**src/logic/core_params.svh**
```systemverilog
// Shared constants for the 16-bit execute pipeline
// Sizes, opcode values of instr[15:11], ALU operation codes and selector codes
// Included by the package, the RTL and the testbench reference model
`ifndef CORE_PARAMS_SVH
`define CORE_PARAMS_SVH

`define WORD_WIDTH 16
`define REG_COUNT  8

// Opcodes in instr[15:11]
`define OP_NOP      5'b00001
`define OP_J        5'b00100
`define OP_JR       5'b00101
`define OP_ADDI     5'b01000
`define OP_SUBI     5'b01001
`define OP_XORI     5'b01010
`define OP_ANDNI    5'b01011
`define OP_BEQZ     5'b01100
`define OP_BNEZ     5'b01101
`define OP_BLTZ     5'b01110
`define OP_BGEZ     5'b01111
`define OP_SLBI     5'b10010
`define OP_ROLI     5'b10100
`define OP_SLLI     5'b10101
`define OP_RORI     5'b10110
`define OP_SRLI     5'b10111
`define OP_LBI      5'b11000
`define OP_BTR      5'b11001
`define OP_RR_SHIFT 5'b11010
`define OP_RR_ARITH 5'b11011
`define OP_SEQ      5'b11100
`define OP_SLT      5'b11101
`define OP_SLE      5'b11110
`define OP_SCO      5'b11111

// ALU operations, low two bits follow the func field
`define ALU_ADD  3'd0
`define ALU_SUB  3'd1
`define ALU_XOR  3'd2
`define ALU_ANDN 3'd3
`define ALU_ROL  3'd4
`define ALU_SLL  3'd5
`define ALU_ROR  3'd6
`define ALU_SRL  3'd7

// Result source
`define RES_ALU  2'd0
`define RES_SET  2'd1
`define RES_BTR  2'd2
`define RES_NONE 2'd3

// Branch condition and set kind both come from instr[12:11]
`define BR_ZERO    2'd0
`define BR_NONZERO 2'd1
`define BR_NEG     2'd2
`define BR_NONNEG  2'd3
`define SET_EQ     2'd0
`define SET_LT     2'd1
`define SET_LE     2'd2
`define SET_CO     2'd3

`endif

```
**src/logic/execCorePkg.sv**
```systemverilog
// Types shared by the execute pipeline stages
// Stage records travel between stages as packed structs
`include "core_params.svh"

package execCorePkg;

   typedef logic [`WORD_WIDTH-1:0] wordT;
   typedef logic [$clog2(`REG_COUNT)-1:0] regIdxT;
   typedef logic [2:0] aluOpT;
   typedef logic [1:0] resKindT;
   typedef logic [1:0] brCondT;
   typedef logic [1:0] setKindT;

   // Fetched instruction entering decode
   typedef struct packed {
      wordT instr;
      wordT pc;
   } instrInT;

   // Decoded record between decode and execute
   typedef struct packed {
      wordT    pc;
      wordT    opA;
      wordT    opB;
      wordT    offset;
      aluOpT   aluOp;
      resKindT resKind;
      setKindT setKind;
      brCondT  brCond;
      logic    isBranch;
      logic    isJump;
      logic    jumpViaReg;
      logic    isLbi;
      logic    isSlbi;
      logic    wrEn;
      regIdxT  wrReg;
   } decodedT;

   // Retire record, also the output stream payload
   typedef struct packed {
      wordT   pc;
      wordT   nextPc;
      logic   wrEn;
      regIdxT wrReg;
      wordT   wrData;
   } retireT;

endpackage

```
**src/logic/aluUnit.sv**
```systemverilog
// Combinational ALU of the execute stage
// Subtract is opB minus opA, shifts and rotates use opB[3:0] as amount
`timescale 1ns/10ps
`include "core_params.svh"

module aluUnit (
   input  execCorePkg::wordT  opA,
   input  execCorePkg::wordT  opB,
   input  execCorePkg::aluOpT aluOp,
   output execCorePkg::wordT  aluOut
);
   import execCorePkg::*;

   logic [3:0] amt;
   logic [4:0] rorFull;
   logic [3:0] rorAmt;

   // Rotate left through a doubled copy of the word
   function automatic wordT rotLeft(input wordT value, input logic [3:0] n);
      logic [2*`WORD_WIDTH-1:0] dbl;
      dbl = {value, value} << n;
      return dbl[2*`WORD_WIDTH-1:`WORD_WIDTH];
   endfunction

   assign amt = opB[3:0];

   // Right rotate by n is left rotate by 16-n, 16 wraps to 0
   assign rorFull = 5'd16 - {1'b0, amt};
   assign rorAmt  = rorFull[3:0];

   always_comb begin
      aluOut = opA;
      case (aluOp)
         `ALU_ADD:  aluOut = opA + opB;
         `ALU_SUB:  aluOut = opB - opA;
         `ALU_XOR:  aluOut = opA ^ opB;
         `ALU_ANDN: aluOut = opA & ~opB;
         `ALU_ROL:  aluOut = rotLeft(opA, amt);
         `ALU_SLL:  aluOut = opA << amt;
         `ALU_ROR:  aluOut = rotLeft(opA, rorAmt);
         `ALU_SRL:  aluOut = opA >> amt;
      endcase
   end

endmodule

```
**src/logic/execCore.sv**
```systemverilog
// Top of the three-stage execute pipeline
// Instruction stream in, retire records out, both as valid/ready streams
`timescale 1ns/10ps

module execCore (
   input  logic                 clk,
   input  logic                 arstN,
   input  logic                 instrValid,
   input  execCorePkg::instrInT instrIn,
   output logic                 instrReady,
   output logic                 resValid,
   output execCorePkg::retireT  resData,
   input  logic                 resReady
);
   import execCorePkg::*;

   logic    decValid;
   logic    decReady;
   decodedT decData;
   logic    exeValid;
   logic    exeReady;
   retireT  exeData;
   regIdxT  rdAddrA;
   regIdxT  rdAddrB;
   wordT    rdDataA;
   wordT    rdDataB;
   logic    retireFire;
   regIdxT  retireReg;

   instrDecode u_instrDecode (
      .clk        (clk),
      .arstN      (arstN),
      .instrValid (instrValid),
      .instrIn    (instrIn),
      .instrReady (instrReady),
      .rdAddrA    (rdAddrA),
      .rdAddrB    (rdAddrB),
      .rdDataA    (rdDataA),
      .rdDataB    (rdDataB),
      .retireFire (retireFire),
      .retireReg  (retireReg),
      .decValid   (decValid),
      .decData    (decData),
      .decReady   (decReady)
   );

   executeStage u_executeStage (
      .clk      (clk),
      .arstN    (arstN),
      .decValid (decValid),
      .decData  (decData),
      .decReady (decReady),
      .exeValid (exeValid),
      .exeData  (exeData),
      .exeReady (exeReady)
   );

   // Also owns the register file read by decode
   resultStage u_resultStage (
      .clk        (clk),
      .arstN      (arstN),
      .exeValid   (exeValid),
      .exeData    (exeData),
      .exeReady   (exeReady),
      .resValid   (resValid),
      .resData    (resData),
      .resReady   (resReady),
      .rdAddrA    (rdAddrA),
      .rdAddrB    (rdAddrB),
      .rdDataA    (rdDataA),
      .rdDataB    (rdDataB),
      .retireFire (retireFire),
      .retireReg  (retireReg)
   );

endmodule

```
**src/logic/executeStage.sv**
```systemverilog
// Execute stage: ALU operand shaping, set/compare, bit reverse, next PC
// Produces the retire record and holds it for the result stage
`timescale 1ns/10ps
`include "core_params.svh"

module executeStage (
   input  logic                 clk,
   input  logic                 arstN,
   input  logic                 decValid,
   input  execCorePkg::decodedT decData,
   output logic                 decReady,
   output logic                 exeValid,
   output execCorePkg::retireT  exeData,
   input  logic                 exeReady
);
   import execCorePkg::*;

   wordT aluA;
   wordT aluOut;
   wordT revA;
   wordT pcPlus2;
   wordT target;
   logic [`WORD_WIDTH:0] carrySum;
   logic isEq;
   logic isLt;
   logic setBit;
   logic condMet;
   logic taken;
   retireT eNext;

   // SLBI moves Rs up a byte, LBI lets the immediate through alone
   assign aluA = decData.isSlbi ? (decData.opA << 8) :
                 decData.isLbi  ? '0 : decData.opA;

   aluUnit u_aluUnit (
      .opA    (aluA),
      .opB    (decData.opB),
      .aluOp  (decData.aluOp),
      .aluOut (aluOut)
   );

   // Set and compare on Rs, Rt
   assign carrySum = {1'b0, decData.opA} + {1'b0, decData.opB};
   assign isEq     = decData.opA == decData.opB;
   assign isLt     = $signed(decData.opA) < $signed(decData.opB);

   always_comb begin
      case (decData.setKind)
         `SET_EQ: setBit = isEq;
         `SET_LT: setBit = isLt;
         `SET_LE: setBit = isLt || isEq;
         `SET_CO: setBit = carrySum[`WORD_WIDTH];
      endcase
   end

   always_comb begin
      for (int i = 0; i < `WORD_WIDTH; i++) begin
         revA[i] = decData.opA[`WORD_WIDTH-1-i];
      end
   end

   // Branch condition tested on Rs
   always_comb begin
      case (decData.brCond)
         `BR_ZERO:    condMet = decData.opA == '0;
         `BR_NONZERO: condMet = decData.opA != '0;
         `BR_NEG:     condMet = decData.opA[`WORD_WIDTH-1];
         `BR_NONNEG:  condMet = !decData.opA[`WORD_WIDTH-1];
      endcase
   end

   assign pcPlus2 = decData.pc + wordT'(2);
   assign target  = (decData.jumpViaReg ? decData.opA : pcPlus2) + decData.offset;
   assign taken   = decData.isJump || (decData.isBranch && condMet);

   always_comb begin
      eNext.pc     = decData.pc;
      eNext.nextPc = taken ? target : pcPlus2;
      eNext.wrEn   = decData.wrEn;
      eNext.wrReg  = decData.wrReg;
      case (decData.resKind)
         `RES_ALU:  eNext.wrData = aluOut;
         `RES_SET:  eNext.wrData = {{(`WORD_WIDTH-1){1'b0}}, setBit};
         `RES_BTR:  eNext.wrData = revA;
         `RES_NONE: eNext.wrData = '0;
      endcase
   end

   assign decReady = !exeValid || exeReady;

   always_ff @(posedge clk or negedge arstN) begin
      if (!arstN) begin
         exeValid <= 1'b0;
      end else if (decReady) begin
         exeValid <= decValid;
      end
   end

   always_ff @(posedge clk) begin
      if (decValid && decReady) begin
         exeData <= eNext;
      end
   end

endmodule

```
**src/logic/instrDecode.sv**
```systemverilog
// Decode stage: opcode decode, operand read, immediate extension
// Holds back instructions touching a register still owned by an older writer
`timescale 1ns/10ps
`include "core_params.svh"

module instrDecode (
   input  logic                 clk,
   input  logic                 arstN,
   input  logic                 instrValid,
   input  execCorePkg::instrInT instrIn,
   output logic                 instrReady,
   output execCorePkg::regIdxT  rdAddrA,
   output execCorePkg::regIdxT  rdAddrB,
   input  execCorePkg::wordT    rdDataA,
   input  execCorePkg::wordT    rdDataB,
   input  logic                 retireFire,
   input  execCorePkg::regIdxT  retireReg,
   output logic                 decValid,
   output execCorePkg::decodedT decData,
   input  logic                 decReady
);
   import execCorePkg::*;

   logic [4:0] opcode;
   regIdxT rs;
   regIdxT rt;
   regIdxT rdR;
   regIdxT rdI;
   wordT immSext5;
   wordT immZext5;
   wordT immSext8;
   wordT immZext8;
   wordT dispSext11;
   wordT immVal;
   logic usesA;
   logic usesB;
   logic hazard;
   logic accept;
   decodedT dNext;
   logic [`REG_COUNT-1:0] busy;
   logic [`REG_COUNT-1:0] pendMask;
   logic [`REG_COUNT-1:0] busyView;
   logic [`REG_COUNT-1:0] setMask;
   logic [`REG_COUNT-1:0] clrMask;

   assign opcode = instrIn.instr[15:11];
   assign rs     = instrIn.instr[10:8];
   assign rt     = instrIn.instr[7:5];
   assign rdR    = instrIn.instr[4:2];
   assign rdI    = instrIn.instr[7:5];

   assign immSext5   = {{(`WORD_WIDTH-5){instrIn.instr[4]}}, instrIn.instr[4:0]};
   assign immZext5   = {{(`WORD_WIDTH-5){1'b0}}, instrIn.instr[4:0]};
   assign immSext8   = {{(`WORD_WIDTH-8){instrIn.instr[7]}}, instrIn.instr[7:0]};
   assign immZext8   = {{(`WORD_WIDTH-8){1'b0}}, instrIn.instr[7:0]};
   assign dispSext11 = {{(`WORD_WIDTH-11){instrIn.instr[10]}}, instrIn.instr[10:0]};

   assign rdAddrA = rs;
   assign rdAddrB = rt;

   always_comb begin
      dNext         = '0;
      dNext.pc      = instrIn.pc;
      dNext.opA     = rdDataA;
      dNext.resKind = `RES_NONE;
      // Encodings chosen so instr[12:11] is the condition or compare kind
      dNext.setKind = instrIn.instr[12:11];
      dNext.brCond  = instrIn.instr[12:11];
      usesA         = 1'b0;
      usesB         = 1'b0;
      immVal        = immZext5;
      case (opcode)
         `OP_ADDI, `OP_SUBI: begin
            usesA         = 1'b1;
            immVal        = immSext5;
            dNext.aluOp   = {1'b0, opcode[1:0]};
            dNext.resKind = `RES_ALU;
            dNext.wrEn    = 1'b1;
            dNext.wrReg   = rdI;
         end
         `OP_XORI, `OP_ANDNI: begin
            usesA         = 1'b1;
            dNext.aluOp   = {1'b0, opcode[1:0]};
            dNext.resKind = `RES_ALU;
            dNext.wrEn    = 1'b1;
            dNext.wrReg   = rdI;
         end
         `OP_ROLI, `OP_SLLI, `OP_RORI, `OP_SRLI: begin
            usesA         = 1'b1;
            dNext.aluOp   = {1'b1, opcode[1:0]};
            dNext.resKind = `RES_ALU;
            dNext.wrEn    = 1'b1;
            dNext.wrReg   = rdI;
         end
         `OP_RR_ARITH, `OP_RR_SHIFT: begin
            usesA         = 1'b1;
            usesB         = 1'b1;
            // func field picks the operation within the group
            dNext.aluOp   = {opcode == `OP_RR_SHIFT, instrIn.instr[1:0]};
            dNext.resKind = `RES_ALU;
            dNext.wrEn    = 1'b1;
            dNext.wrReg   = rdR;
         end
         `OP_SEQ, `OP_SLT, `OP_SLE, `OP_SCO: begin
            usesA         = 1'b1;
            usesB         = 1'b1;
            dNext.resKind = `RES_SET;
            dNext.wrEn    = 1'b1;
            dNext.wrReg   = rdR;
         end
         `OP_BTR: begin
            usesA         = 1'b1;
            dNext.resKind = `RES_BTR;
            dNext.wrEn    = 1'b1;
            dNext.wrReg   = rdR;
         end
         `OP_LBI: begin
            immVal        = immSext8;
            dNext.isLbi   = 1'b1;
            dNext.aluOp   = `ALU_ADD;
            dNext.resKind = `RES_ALU;
            dNext.wrEn    = 1'b1;
            dNext.wrReg   = rs;
         end
         `OP_SLBI: begin
            // Low byte of Rs<<8 is zero, so xor acts as or
            usesA         = 1'b1;
            immVal        = immZext8;
            dNext.isSlbi  = 1'b1;
            dNext.aluOp   = `ALU_XOR;
            dNext.resKind = `RES_ALU;
            dNext.wrEn    = 1'b1;
            dNext.wrReg   = rs;
         end
         `OP_BEQZ, `OP_BNEZ, `OP_BLTZ, `OP_BGEZ: begin
            usesA          = 1'b1;
            dNext.isBranch = 1'b1;
            dNext.offset   = immSext8;
         end
         `OP_J: begin
            dNext.isJump = 1'b1;
            dNext.offset = dispSext11;
         end
         `OP_JR: begin
            usesA            = 1'b1;
            dNext.isJump     = 1'b1;
            dNext.jumpViaReg = 1'b1;
            dNext.offset     = immSext8;
         end
         default: begin
            // NOP and unknown opcodes retire without a write
            dNext.resKind = `RES_NONE;
         end
      endcase
      dNext.opB = usesB ? rdDataB : immVal;
   end

   // Writer waiting in the decode register is not yet marked busy
   assign pendMask = (decValid && decData.wrEn) ?
                     ({{(`REG_COUNT-1){1'b0}}, 1'b1} << decData.wrReg) : '0;
   assign busyView = busy | pendMask;

   assign hazard = (usesA && busyView[rs]) || (usesB && busyView[rt]) ||
                   (dNext.wrEn && busyView[dNext.wrReg]);

   assign instrReady = (!decValid || decReady) && !hazard;
   assign accept     = instrValid && instrReady;

   assign setMask = (decValid && decReady && decData.wrEn) ?
                    ({{(`REG_COUNT-1){1'b0}}, 1'b1} << decData.wrReg) : '0;
   assign clrMask = retireFire ? ({{(`REG_COUNT-1){1'b0}}, 1'b1} << retireReg) : '0;

   always_ff @(posedge clk or negedge arstN) begin
      if (!arstN) begin
         busy <= '0;
      end else begin
         busy <= (busy & ~clrMask) | setMask;
      end
   end

   always_ff @(posedge clk or negedge arstN) begin
      if (!arstN) begin
         decValid <= 1'b0;
      end else if (!decValid || decReady) begin
         decValid <= accept;
      end
   end

   always_ff @(posedge clk) begin
      if (accept) begin
         decData <= dNext;
      end
   end

endmodule

```
**src/logic/resultStage.sv**
```systemverilog
// Result stage: retire register, architectural register file, output handshake
// The register file is written when a record leaves on the output stream
`timescale 1ns/10ps
`include "core_params.svh"

module resultStage (
   input  logic                clk,
   input  logic                arstN,
   input  logic                exeValid,
   input  execCorePkg::retireT exeData,
   output logic                exeReady,
   output logic                resValid,
   output execCorePkg::retireT resData,
   input  logic                resReady,
   input  execCorePkg::regIdxT rdAddrA,
   input  execCorePkg::regIdxT rdAddrB,
   output execCorePkg::wordT   rdDataA,
   output execCorePkg::wordT   rdDataB,
   output logic                retireFire,
   output execCorePkg::regIdxT retireReg
);
   import execCorePkg::*;

   wordT regFile [`REG_COUNT];
   logic outFire;

   assign outFire  = resValid && resReady;
   assign exeReady = !resValid || resReady;

   always_ff @(posedge clk or negedge arstN) begin
      if (!arstN) begin
         resValid <= 1'b0;
      end else if (exeReady) begin
         resValid <= exeValid;
      end
   end

   always_ff @(posedge clk) begin
      if (exeValid && exeReady) begin
         resData <= exeData;
      end
   end

   // Architectural state, cleared at reset
   always_ff @(posedge clk or negedge arstN) begin
      if (!arstN) begin
         regFile <= '{default: '0};
      end else if (retireFire) begin
         regFile[resData.wrReg] <= resData.wrData;
      end
   end

   // Decode reads after the write edge, scoreboard keeps readers waiting
   assign rdDataA = regFile[rdAddrA];
   assign rdDataB = regFile[rdAddrB];

   assign retireFire = outFire && resData.wrEn;
   assign retireReg  = resData.wrReg;

endmodule

```
**config.mk**
```make
export PLATFORM = sky130hd
export DESIGN_NAME = execCore
export DESIGN_NICKNAME = d
export VERILOG_FILES = /design/src/logic/execCorePkg.sv /design/src/logic/aluUnit.sv /design/src/logic/execCore.sv /design/src/logic/executeStage.sv /design/src/logic/instrDecode.sv /design/src/logic/resultStage.sv
export VERILOG_INCLUDE_DIRS = /design/src /design/src/logic
export SDC_FILE = /design/constraint.sdc
export NUM_CORES = 1
export LEC_CHECK = 0
export BUFFER_PORTS_ARGS = -buffer_cell sky130_fd_sc_hd__buf_2
export CAP_MARGIN = 20
export CORE_AREA = 2 2 258 260
export DETAILED_ROUTE_END_ITERATION = 7
export DIE_AREA = 0 0 260 262
export PLACE_DENSITY = 0.54
export SYNTH_ARGS = -nofsm -noshare
export SYNTH_HDL_FRONTEND = slang
export SYNTH_SLANG_ARGS = --single-unit
```
**constraint.sdc**
```tcl
create_clock -name clk -period 5.9 [get_ports clk]
set_clock_uncertainty 0.15 [all_clocks]
set_input_delay 0.295 -clock clk [delete_from_list [all_inputs] [get_ports clk]]
set_output_delay 0.295 -clock clk [all_outputs]
set_load 0.02 [all_outputs]
```
Word-level counts from Yosys, hierarchy flattened. Index checks and enable logic that the tools add are counted.

Register bits after elaboration: 323. Output and inout port bits: 54. Logic and storage cells: 186.

Add/sub/neg operators: 6. Order comparisons: 8. Equality and inequality tests: 37. Shift operators: 6. Muxes and demuxes: 39. Bitwise logic cells: 10. Reduce and logical (&&, ||, !) cells: 44.

Operators with widths (number): 16-bit two-way mux (10); 128-bit bitwise mux (1); 16-bit case mux with 8 select lines (1); 16-bit binary-select mux with 3-bit select (2); 5-bit equality test (second input constant) (13); 16-bit case mux with 4 select lines (1); 32-bit by 4-bit left shift with 32-bit output (2); 16-bit demux with 3-bit select (1); 16-bit case mux with 3 select lines (1); 5-bit by 4-bit equality test with 1-bit output (second input constant) (8); 16-bit adder (2); 16-bit case mux with 2 select lines (1); 8-bit two-way mux (3); 21-bit OR reduction (1); 16-bit by 16-bit adder with 17-bit output (1); 16-bit by 2-bit adder with 16-bit output (second input constant) (1); 16-bit AND (1); 16-bit equality test (1); 16-bit logical NOT (1); 16-bit less-than comparator (1); 16-bit NOT (1); 8-bit OR (2); 16-bit nonzero test (1); 4-bit OR reduction (4); other kinds (35) (89).

Longest topological paths before layout. Gate-level depths: netlist of run 1.

Word-level depth: 11. Mapped depth: 17. Gate-level depth less buffers: 16.

By module. A second synthesis of run 1 with hierarchy kept.

Cells, all modules: 1724. Area, all modules: 20213.1 um^2.

By module, submodules not included: resultStage (times used 1, cells each 453, area an instance 8436.8 um^2, sequential area each 4789.6 um^2); executeStage (times used 1, cells each 414, area an instance 4115.2 um^2, sequential area each 1586.5 um^2); instrDecode (times used 1, cells each 293, area an instance 3863.7 um^2, sequential area each 2477.4 um^2); aluUnit (times used 1, cells each 564, area an instance 3797.4 um^2, sequential area each 0.0 um^2).

Worst setup path after synthesis of run 1. No wires, ideal clock.

Path type: reg2reg. Start point: register u_instrDecode.decData[5] (netlist name). End point: register u_executeStage.exeData[14] (netlist name). Arrival time: 3626 ps. Required time: 5480 ps. Slack: 1855 ps. Stages on the path, launching flop included: 16. Path buffers: 1. Cell sequence: edfxtp_1 nor2_4 clkbuf_1 nand2_1 ha_1 a21oi_1 fa_1 a21o_1 a21oi_1 o21bai_1 a31o_2 a221oi_1 o21ai_0 xor2_1 a221oi_1 nor3_1.

==> results of run 1 <==
-- worst register-to-register path, cell delays in order (launching register included) --
cell and delay [ps]:
edfxtp_1 650, nor2_4 630, nand2_1 240, ha_1 310, o21ai_0 140, nand2_1 110
xnor2_1 220, ha_1 310, a21o_1 210, a21o_1 190, a21o_1 210, o41ai_1 520
o21ai_1 210, a31oi_1 260, nor3_1 100, a211o_1 280
-- per-stage QoR --
step / worst slack [ps] / utilization / hold WS [ps]
finish: 933 / 0.344 / 40.0
floorplan: 1850 / - / -151
CTS: 1070 / 0.342 / 12.4
global placement: 1140 / 0.320 / 179
detailed placement: 1080 / 0.320 / 192
global route: 654 / 0.344 / 44.1
-- metal layers --
metal | vias to the layer above | GRT usage
li1 | 6291 | -
met1 | 7082 | 0.243
met2 | 377 | 0.286
met3 | 83 | 0.0259
met4 | 2 | 0.0425
met5 | - | 0
-- area by class of cell --
type / count / area, um2 / area share
Multi-Input combinational cell: 1126 / 9960 / 0.444
Inverter: 68 / 255 / 0.0114
Sequential cell: 318 / 8850 / 0.394
Antenna cell: 1 / 2.50 / 0.000111
Clock inverter: 14 / 203 / 0.00903
Timing Repair Buffer: 151 / 1040 / 0.0464
Clock buffer: 54 / 1050 / 0.0468
Tap cell: 864 / 1080 / 0.0482
-- sequential cells by signal, indices dropped and copies added, names as in the netlist --
register / count
u_executeStage.exeData: 52
u_executeStage.exeValid: 1
u_instrDecode.decData: 75
u_resultStage.regFile: 128
u_instrDecode.decValid: 1
u_resultStage.resValid: 1
u_resultStage.resData: 49
u_resultStage.retireReg: 3
u_instrDecode.busy: 8
-- how the worst min path moves through the flow --
stage / start / end / slack, ps / cells past startpoint
3_3_place_gp: arstN / u_resultStage.regFile[94] / 180 / 1
2_1_floorplan: arstN / u_executeStage.exeValid / -150 / 0
4_1_cts: instrIn[20] / u_instrDecode.decData[38] / 10 / 3
5_1_grt: instrIn[20] / u_instrDecode.decData[38] / 40 / 3
6_report: instrIn[20] / u_instrDecode.decData[38] / 40 / 3
3_5_place_dp: arstN / u_resultStage.regFile[94] / 190 / 1
-- report_power, final --
| part | switching, W | total (W) | internal (W) | leakage (nW) |
|---|---|---|---|---|
| Combinational | 0.00198 | 0.00357 | 0.00159 | 5.02 |
| Clock | 0.000960 | 0.00235 | 0.00139 | 0.613 |
| Sequential | 0.000537 | 0.00366 | 0.00312 | 3.46 |
| Total | 0.00348 | 0.00958 | 0.00610 | 9.09 |
-- placed cells by master, fill, tap and decap left out, drive strengths merged, types with 14 or more instances in the layout --
cell	netlist	routed
nor2b	16	16
nand2b	15	15
a21oi	112	112
xnor2	37	37
edfxtp	179	179
xor2	19	19
a211oi	21	21
nor2	76	76
inv	67	70
a21o	17	17
ha	81	81
a31oi	14	14
dfrtp	139	139
nand2	106	106
mux2	165	165
and2	18	18
o21ai	73	73
nand3	15	15
nor3	32	32
buf	39	127
dlygate4sd3	0	24
mux4	82	82
mux2i	76	76
clkbuf	54	54
-- logic make-up after synthesis --
logic type | count (synthesis)
flops | 318
simple gates | 328
fa+ha+maj | 83
mux | 323
compound gates | 335
xor+xnor | 57
buf+inv | 161
-- timing repair --
item / 4_1_cts / 5_1_grt
hold endpoints to repair: 92 / 0
hold buffers: 24 / 0
endpoints found under the setup margin: 0 / 0
==> flow_summary.ini, run 1 <==
[outcome]
status = complete, no violations

[drt]
drt_first_pass_iters = 5
wl_um = 59400
drc = 0
met1_length_um = 27500
ant_nets = 0
top_layer = met5
drt_iter0_drc = 1367
via_count = 13800
wl_per_cell_um = 22.9
wl_met2_um = 27700
dr_wl_met3_um = 3040
via_per_inst = 5.33

[place]
dp_hpwl_um = 41800
dp_cells = 2499
finalWeightedCongestion = 0.929
port-buffer-count = 89
dpl_cell_area_mm2 = 0.0209

[yosys]
synth-simple-area-share = 0.0841
synth-compound-area-share = 0.114
syn_area_mm2 = 0.0194
yosys-mux-area-fraction = 0.230
async_flop_share = 0.437
syn-num-nets = 1724
yosysMostFrequentCell = edfxtp_1
synth_top_family_by_area = multiplexers
ys_seq_area_frac = 0.455
synthTopCellsByCount = edfxtp_1, mux2_2, dfrtp_1, a21oi_1, nand2_1
synth_top_area_cell = edfxtp_1
synthXorXnorAreaFrac = 0.0278
synth_edf_count = 179
synth_top_area_frac = 0.276
ys_top_cells_by_area = edfxtp_1, dfrtp_1, mux2_2
ys_warn_count = 0
avgSynthCellArea_um2 = 12.1
synth_top_flop_cell = edfxtp_1
synth_cell_types = 91
synth_fa_ha_area_frac = 0.0542
ys_ff_latch = 318
synth_cells = 1605

[setup_path]
cp_cell_sequence = nor2_4 -> nand2_1 -> ha_1 -> o21ai_0 -> nand2_1 -> xnor2_1 -> ha_1 -> a21o_1 -> a21o_1 -> a21o_1 -> o41ai_1 -> o21ai_1 -> a31oi_1 -> nor3_1 -> a211o_1
cp.depth = 15
critPathKind = flop to flop
rr_startpoint = u_instrDecode.decData[4]
slowest_stage = edfxtp_1
worstSetupEndpointType = flop
endpoint = u_executeStage.exeData[15]
cp_top_family = compound AO/OA/AOI/OAI gates
worstSetupStartpoint = u_instrDecode.decData[4]
path_common_cell = a21o_1
arrival_ps = 5130
startpoint_type = flop
r2r-end = u_executeStage.exeData[15]
critPathBufInv = 0
worstPathMaxFanout = 19
critPathMaxStageDelay_ps = 650
cp.required_ps = 6070
reg2reg_setup_slack_ps = 930
reg2reg_depth = 15

[layout]
fin_cells = 2596
fin_nets = 1821
postLayoutCellArea_mm2 = 0.0224
post_route_cells_drive_above_1_share = 0.269
fillers = 6442
areaGrowthSynthToFinish_pct = 15.4

[power_and_ir_drop]
power_density_mw_per_mm2 = 427
power_leakage_nw = 9.09
total_power_w = 0.00958
vdd_drop_max_v = 0.000209

[floorplan]
ios = 90
die_h_um = 262
start_util = 0.298
fp-row-count = 94
dieArea_mm2 = 0.0681
die_w_um = 260
design.core.area_mm2 = 0.0653

[cts]
htreeDepth = 2
cts_root_buf = clkbuf_16
cts.repair.resized = 0
numCtsBuffers = 37
tritoncts = done
clkSlewWorstSetupHoldPaths_ps = 60
post_cts_buffers = 0
clk_path_buf_depth = 3
cts_num_sinks = 318
clock_latency_ps = 570

[global_routing]
grt_pass1_wl_um = 90000
grt_pass1_vias = 14000
grt.overflow.total = 0
grt_use_total = 0.174
grt_max_degree = 77
antenna_found_initial = 3

[timing]
setup-violations-final = 0
min_period_over_period = 0.842
drv_slew = 0
hold_viol_final = 0
slew_headroom = 0.277
max_freq_mhz = 201
worst_pin_slew_ps = 1080
min_period_ps = 4970
rsz0062_at_grt = no
fin_tns_setup_ps = 0

[flow_run]
drv_cap = 0

[hold_path]
holdCritPathClass = primary input to flop
No activity file was read; power rests on OpenSTA's default activity.
==> run 2, diff against run 1 <==
==> constraint.sdc (replaced) <==
create_clock -name clk -period 5 [get_ports clk]
set_clock_uncertainty 0.15 [all_clocks]
set_input_delay 0.25 -clock clk [delete_from_list [all_inputs] [get_ports clk]]
set_output_delay 0.25 -clock clk [all_outputs]
set_load 0.02 [all_outputs]
==> run 2 against run 1 <==
Net effect:
- global-route usage increased by 0.40 points
- worst setup slack worse by 520 ps
- non-clock buffer count increased by 19
- register-to-register slack got worse by 520 ps
- fmax rose by 8.2%
- power grew 19%
- design area is 0.70% higher
- count of clock-buffer cells in the layout did not move
- sequential share of layout area down 0.27 points
- critical path depth did not move
- routed wire length increased by 1.4%
- largest cell class unchanged
==> flow_summary.ini, run 2 (synthesis results as in run 1) <==
[layout]
top_register = u_resultStage.regFile
postLayoutCellArea_mm2 = 0.0226
largest_reg_flops = 128
diodes = 0
top_regs = u_resultStage.regFile x128, u_instrDecode.decData x75, u_executeStage.exeData x52
fin_nets = 1840
fin_cells = 2614
final_common_cell = edfxtp_1
areaGrowthSynthToFinish_pct = 16.3
fillers = 6436
post_route_cells_drive_above_1_share = 0.277
mostFrequentLayoutCells = edfxtp_1, mux2_2, dfrtp_1

[drt]
drt_iter0_drc = 978
dr_wl_met3_um = 3370
wl_um = 60300
wl_per_cell_um = 23.1
top_layer = met5
via_count = 14000
met1_length_um = 27200
drt_first_pass_iters = 5
wl_met2_um = 27800
drc = 0
ant_nets = 0
via_per_inst = 5.36

[cts]
cts_num_sinks = 318
htreeDepth = 2
post_cts_buffers = 0
tritoncts = done
cts_root_buf = clkbuf_16
numCtsBuffers = 37
clock_latency_ps = 580
clkSlewWorstSetupHoldPaths_ps = 60
clk_path_buf_depth = 3
cts.repair.resized = 0

[setup_path]
critPathKind = flop to flop
worstPathMaxFanout = 19
worstSetupEndpointType = flop
startpoint_type = flop
arrival_ps = 4770
path_common_cell = a21o_1
cp_cell_sequence = nor2_4 -> nand2_1 -> ha_1 -> o21ai_0 -> nand2_1 -> xnor2_1 -> ha_1 -> a21o_1 -> a21o_1 -> a21o_1 -> o41ai_1 -> o21ai_1 -> a31oi_1 -> nor3_1 -> a211o_1
reg2reg_setup_slack_ps = 410
slowest_stage = nor2_4
critPathMaxStageDelay_ps = 530
cp.required_ps = 5180

[power_and_ir_drop]
power.share.clock = 0.250
power_density_mw_per_mm2 = 505
power_leakage_nw = 9.19
vdd_drop_max_v = 0.000238
p_sw_w = 0.00412
power_frac_seq = 0.375
pwr-share-comb = 0.375
power.internal_w = 0.00729
switching_share = 0.361

[place]
port-buffer-count = 89
dp_cells = 2518
pre_cts_slack_ps = 532
dpl_cell_area_mm2 = 0.0210
dp_hpwl_um = 42900
finalWeightedCongestion = 0.940

[global_routing]
grt_max_degree = 100
antenna_found_initial = 2
grt_pass1_wl_um = 92000
grt.overflow.total = 0
grt_use_total = 0.178
grt_pass1_vias = 14500

[timing]
drv_slew = 0
min_period_over_period = 0.918
worst_slack_ps = 410
rsz0062_at_grt = no
hold_viol_final = 0
fin_tns_setup_ps = 0
max_freq_mhz = 218
min_period_ps = 4590
setup-violations-final = 0
worst_pin_slew_ps = 1020
slew_headroom = 0.320

[flow_run]
drv_cap = 0

[floorplan]
design.core.area_mm2 = 0.0653
die_w_um = 260
die_h_um = 262
dieArea_mm2 = 0.0681
fp-row-count = 94
ios = 90
start_util = 0.298

[hold_path]
holdCritPathClass = primary input to flop

[outcome]
status = complete, no violations
==> run 2: critical path: cells and delay by family, from the launching register on <==
kind            cells  cell delay (ps)
compound gates      8             1980
xor+xnor            1              140
fa+ha+maj           2              630
flops               1              430
simple gates        4              990
==> run 2: area by class of cell <==
type / count / area (um2) / share of cell area
timing repair buffer: 170 / 1150 / 0.0509
clock inverter: 14 / 204 / 0.00902
multi-input combinational: 1126 / 9960 / 0.441
clock buffer: 54 / 1100 / 0.0487
sequential: 318 / 8850 / 0.392
inverter: 68 / 255 / 0.0113
tap: 864 / 1080 / 0.0478
==> run 2: repair_timing <==
item,CTS,global route
endpoints found under the hold margin,129,0
hold buffers,28,0
setup endpoints to repair,0,0
==> run 2: metal layers <==
metal / vias up / track usage
met5: - / 0
met4: 2 / 0.0629
met3: 103 / 0.0279
met2: 409 / 0.288
met1: 7184 / 0.244
li1: 6317 / -
==> run 2: power groups by stage <==
stage               clock network [W]  logic [W]  registers [W]
global placement                    0    0.00419        0.00426
global route                  0.00305    0.00466        0.00437
floorplan                           0    0.00297        0.00422
CTS                           0.00293    0.00428        0.00427
detailed placement                  0    0.00424        0.00431
finish                        0.00286    0.00428        0.00428
==> run 2: path summary, 6_finish.rpt <==
path,depth (start not counted),to,startpoint
max,15,u_executeStage.exeData[15],u_instrDecode.decData[5]
min,2,u_instrDecode.decData[4],instrIn[30]
max reg2reg,15,u_executeStage.exeData[15],u_instrDecode.decData[5]
min reg2reg,0,u_resultStage.resData[21],u_executeStage.exeData[21]
max in group asynchronous,3,u_resultStage.regFile[64],arstN
min in group asynchronous,2,u_resultStage.regFile[78],arstN
==> run 2: per-stage QoR <==
stage | hold WS (ps) | total power (W) | util
global route | 88.3 | 0.0121 | 0.346
CTS | 55.9 | 0.0115 | 0.346
global placement | 251 | 0.00845 | 0.322
floorplan | -196 | 0.00718 | -
detailed placement | 255 | 0.00855 | 0.322
finish | 80.3 | 0.0114 | 0.346
==> run 3, diff against run 2 <==
--- a/config.mk
+++ b/config.mk
@@ -11,6 +11,7 @@
 export CORE_AREA = 2 2 258 260
 export DETAILED_ROUTE_END_ITERATION = 7
 export DIE_AREA = 0 0 260 262
+export MAX_ROUTING_LAYER = met4
 export PLACE_DENSITY = 0.54
 export SYNTH_ARGS = -nofsm -noshare
 export SYNTH_HDL_FRONTEND = slang
==> constraint.sdc (replaced) <==
create_clock -name clk -period 4.8 [get_ports clk]
set_clock_uncertainty 0.15 [all_clocks]
set_input_delay 0.24 -clock clk [delete_from_list [all_inputs] [get_ports clk]]
set_output_delay 0.24 -clock clk [all_outputs]
set_load 0.02 [all_outputs]
==> run 3 against run 2 <==
Net effect:
- routed wire length grew 1.9%
- worst setup slack gained 5.9 ps
- worst hold slack lost 51 ps
- largest power group is now combinational cells
- clock power grew 6%
- power grew 5.0%
- largest cell class unchanged
- utilization grew 0.084 points
- first-iteration DRC count grew 17%
- critical path depth shrank 1
==> flow_summary.ini, run 3 (synthesis results as in run 1) <==
[setup_path]
arrival_ps = 4570
rr_startpoint = u_instrDecode.decData[53]
worstSetupEndpointType = flop
reg2reg_depth = 14
worstSetupStartpoint = u_instrDecode.decData[53]
startpoint_type = flop
critPathKind = flop to flop
cp.required_ps = 4990
worstPathMaxFanout = 8

[cts]
clk_path_buf_depth = 3
tritoncts = done
cts.repair.resized = 0
numCtsBuffers = 38
htreeDepth = 2
clkSlewWorstSetupHoldPaths_ps = 60
cts_root_buf = clkbuf_16
cts_num_sinks = 318
clock_latency_ps = 590

[place]
finalWeightedCongestion = 0.941
dpl_cell_area_mm2 = 0.0211
dp_hpwl_um = 44400
port-buffer-count = 89

[floorplan]
design.core.area_mm2 = 0.0653
dieArea_mm2 = 0.0681
ios = 90
die_h_um = 262
die_w_um = 260
start_util = 0.298
fp-row-count = 94

[hold_path]
hp-start = instrIn[25]
hold_path_depth = 2
holdCritPathClass = primary input to flop

[timing]
rsz0062_at_grt = no
min_period_over_period = 0.913
min_period_ps = 4380
drv_slew = 0
max_freq_mhz = 228
worst_pin_slew_ps = 1140
slew_headroom = 0.240
hold_viol_final = 0
fin_tns_setup_ps = 0
setup-violations-final = 0

[layout]
largest_reg_flops = 128
top_regs = u_resultStage.regFile x128, u_instrDecode.decData x75, u_executeStage.exeData x52
mostFrequentLayoutCells = edfxtp_1, mux2_2, dfrtp_1
final_common_cell = edfxtp_1
postLayoutCellArea_mm2 = 0.0227
top_register = u_resultStage.regFile
diodes = 0
post_route_cells_drive_above_1_share = 0.278
fin_nets = 1844
areaGrowthSynthToFinish_pct = 16.5

[global_routing]
gr-usage-met3 = 0.0285
grt.busiest_layer = met2
grt_max_degree = 86
grt_pass1_vias = 14300
met2_usage = 0.302
grt_use_total = 0.188
grt.overflow.total = 0
antenna_found_initial = 0
grt_util_met1 = 0.248
grt_pass1_wl_um = 93000

[drt]
wl_per_cell_um = 23.5
drc = 0
via_per_inst = 5.35
via_count = 14000
ant_nets = 0
drt_first_pass_iters = 5
wl_um = 61400
drt_iter0_drc = 1147

[power_and_ir_drop]
power_density_mw_per_mm2 = 529
total_power_w = 0.0120
power_leakage_nw = 9.21
vdd_drop_max_v = 0.000266

[flow_run]
drv_cap = 0

[outcome]
status = complete, no violations
## run 3: changes by cell type in the layout (fill, tap and decap cells not counted), sizes merged
cell and delta:
dlygate4sd3 -1, clkbuf -6, bufinv +2, clkinv +3, buf +4, inv +3
## run 3: power breakdown
group	switching, W	leakage [nW]	internal [W]	total [W]
registers	0.000591	3.46	0.00384	0.00443
logic	0.00254	5.11	0.00200	0.00453
clock network	0.00122	0.644	0.00180	0.00302
## run 3: path summary, 6_finish.rpt
path / to / slack [ps]
max in group asynchronous: u_instrDecode.busy[7] / 3110
worst min register to register: u_resultStage.resData[21] / 260
worst min-delay path: u_instrDecode.decData[27] / 30
min in group asynchronous: u_resultStage.regFile[46] / 140
worst max-delay path: u_executeStage.exeData[15] / 420
worst max register to register: u_executeStage.exeData[15] / 420
## run 3: repair_timing
| item | 4_1_cts | 5_1_grt |
|---|---|---|
| buffers inserted | 0 | 0 |
| hold buffers | 27 | 0 |
| hold endpoints to repair | 118 | 0 |
## run 3: final cells by class
class | instances | area (um2)
fill | 6463 | 42600
sequential | 318 | 8850
clock inverter | 22 | 315
inverter | 68 | 255
clock buffer | 48 | 1010
timing repair buffer | 173 | 1180
tap | 864 | 1080
multi-input combinational | 1126 | 9960
## run 3: through the flow
step | utilization | hold WS, ps | std cells | worst slack, ps
after detailed placement | 0.323 | 209 | 2522 | 512
final | 0.347 | 28.9 | 2619 | 416
after CTS | 0.347 | 0.548 | 2619 | 497
after global routing | 0.347 | 23.9 | 2619 | 53.1
after global placement | 0.322 | 195 | 2519 | 578
after floorplan | - | -206 | 1605 | 755
## run 3: routing by layer
metal | up-vias | share of wire | routed length (um)
met5 | - | 0 | 0
met4 | 0 | 0.020 | 1210
met3 | 76 | 0.054 | 3340
met2 | 390 | 0.48 | 29300
met1 | 7212 | 0.45 | 27600
li1 | 6343 | - | -
## run 3: worst max-delay path, stage by stage (launching register included)
cell and delay [ps]:
edfxtp_1 550, nor4_2 460, nor3b_1 320, o21ai_0 180
nand2_1 120, xnor2_1 150, ha_1 300, a21o_1 220
a21o_1 190, a21o_1 200, o41ai_1 500, o21ai_1 200
a31oi_1 250, nor3_1 90, a211o_1 270
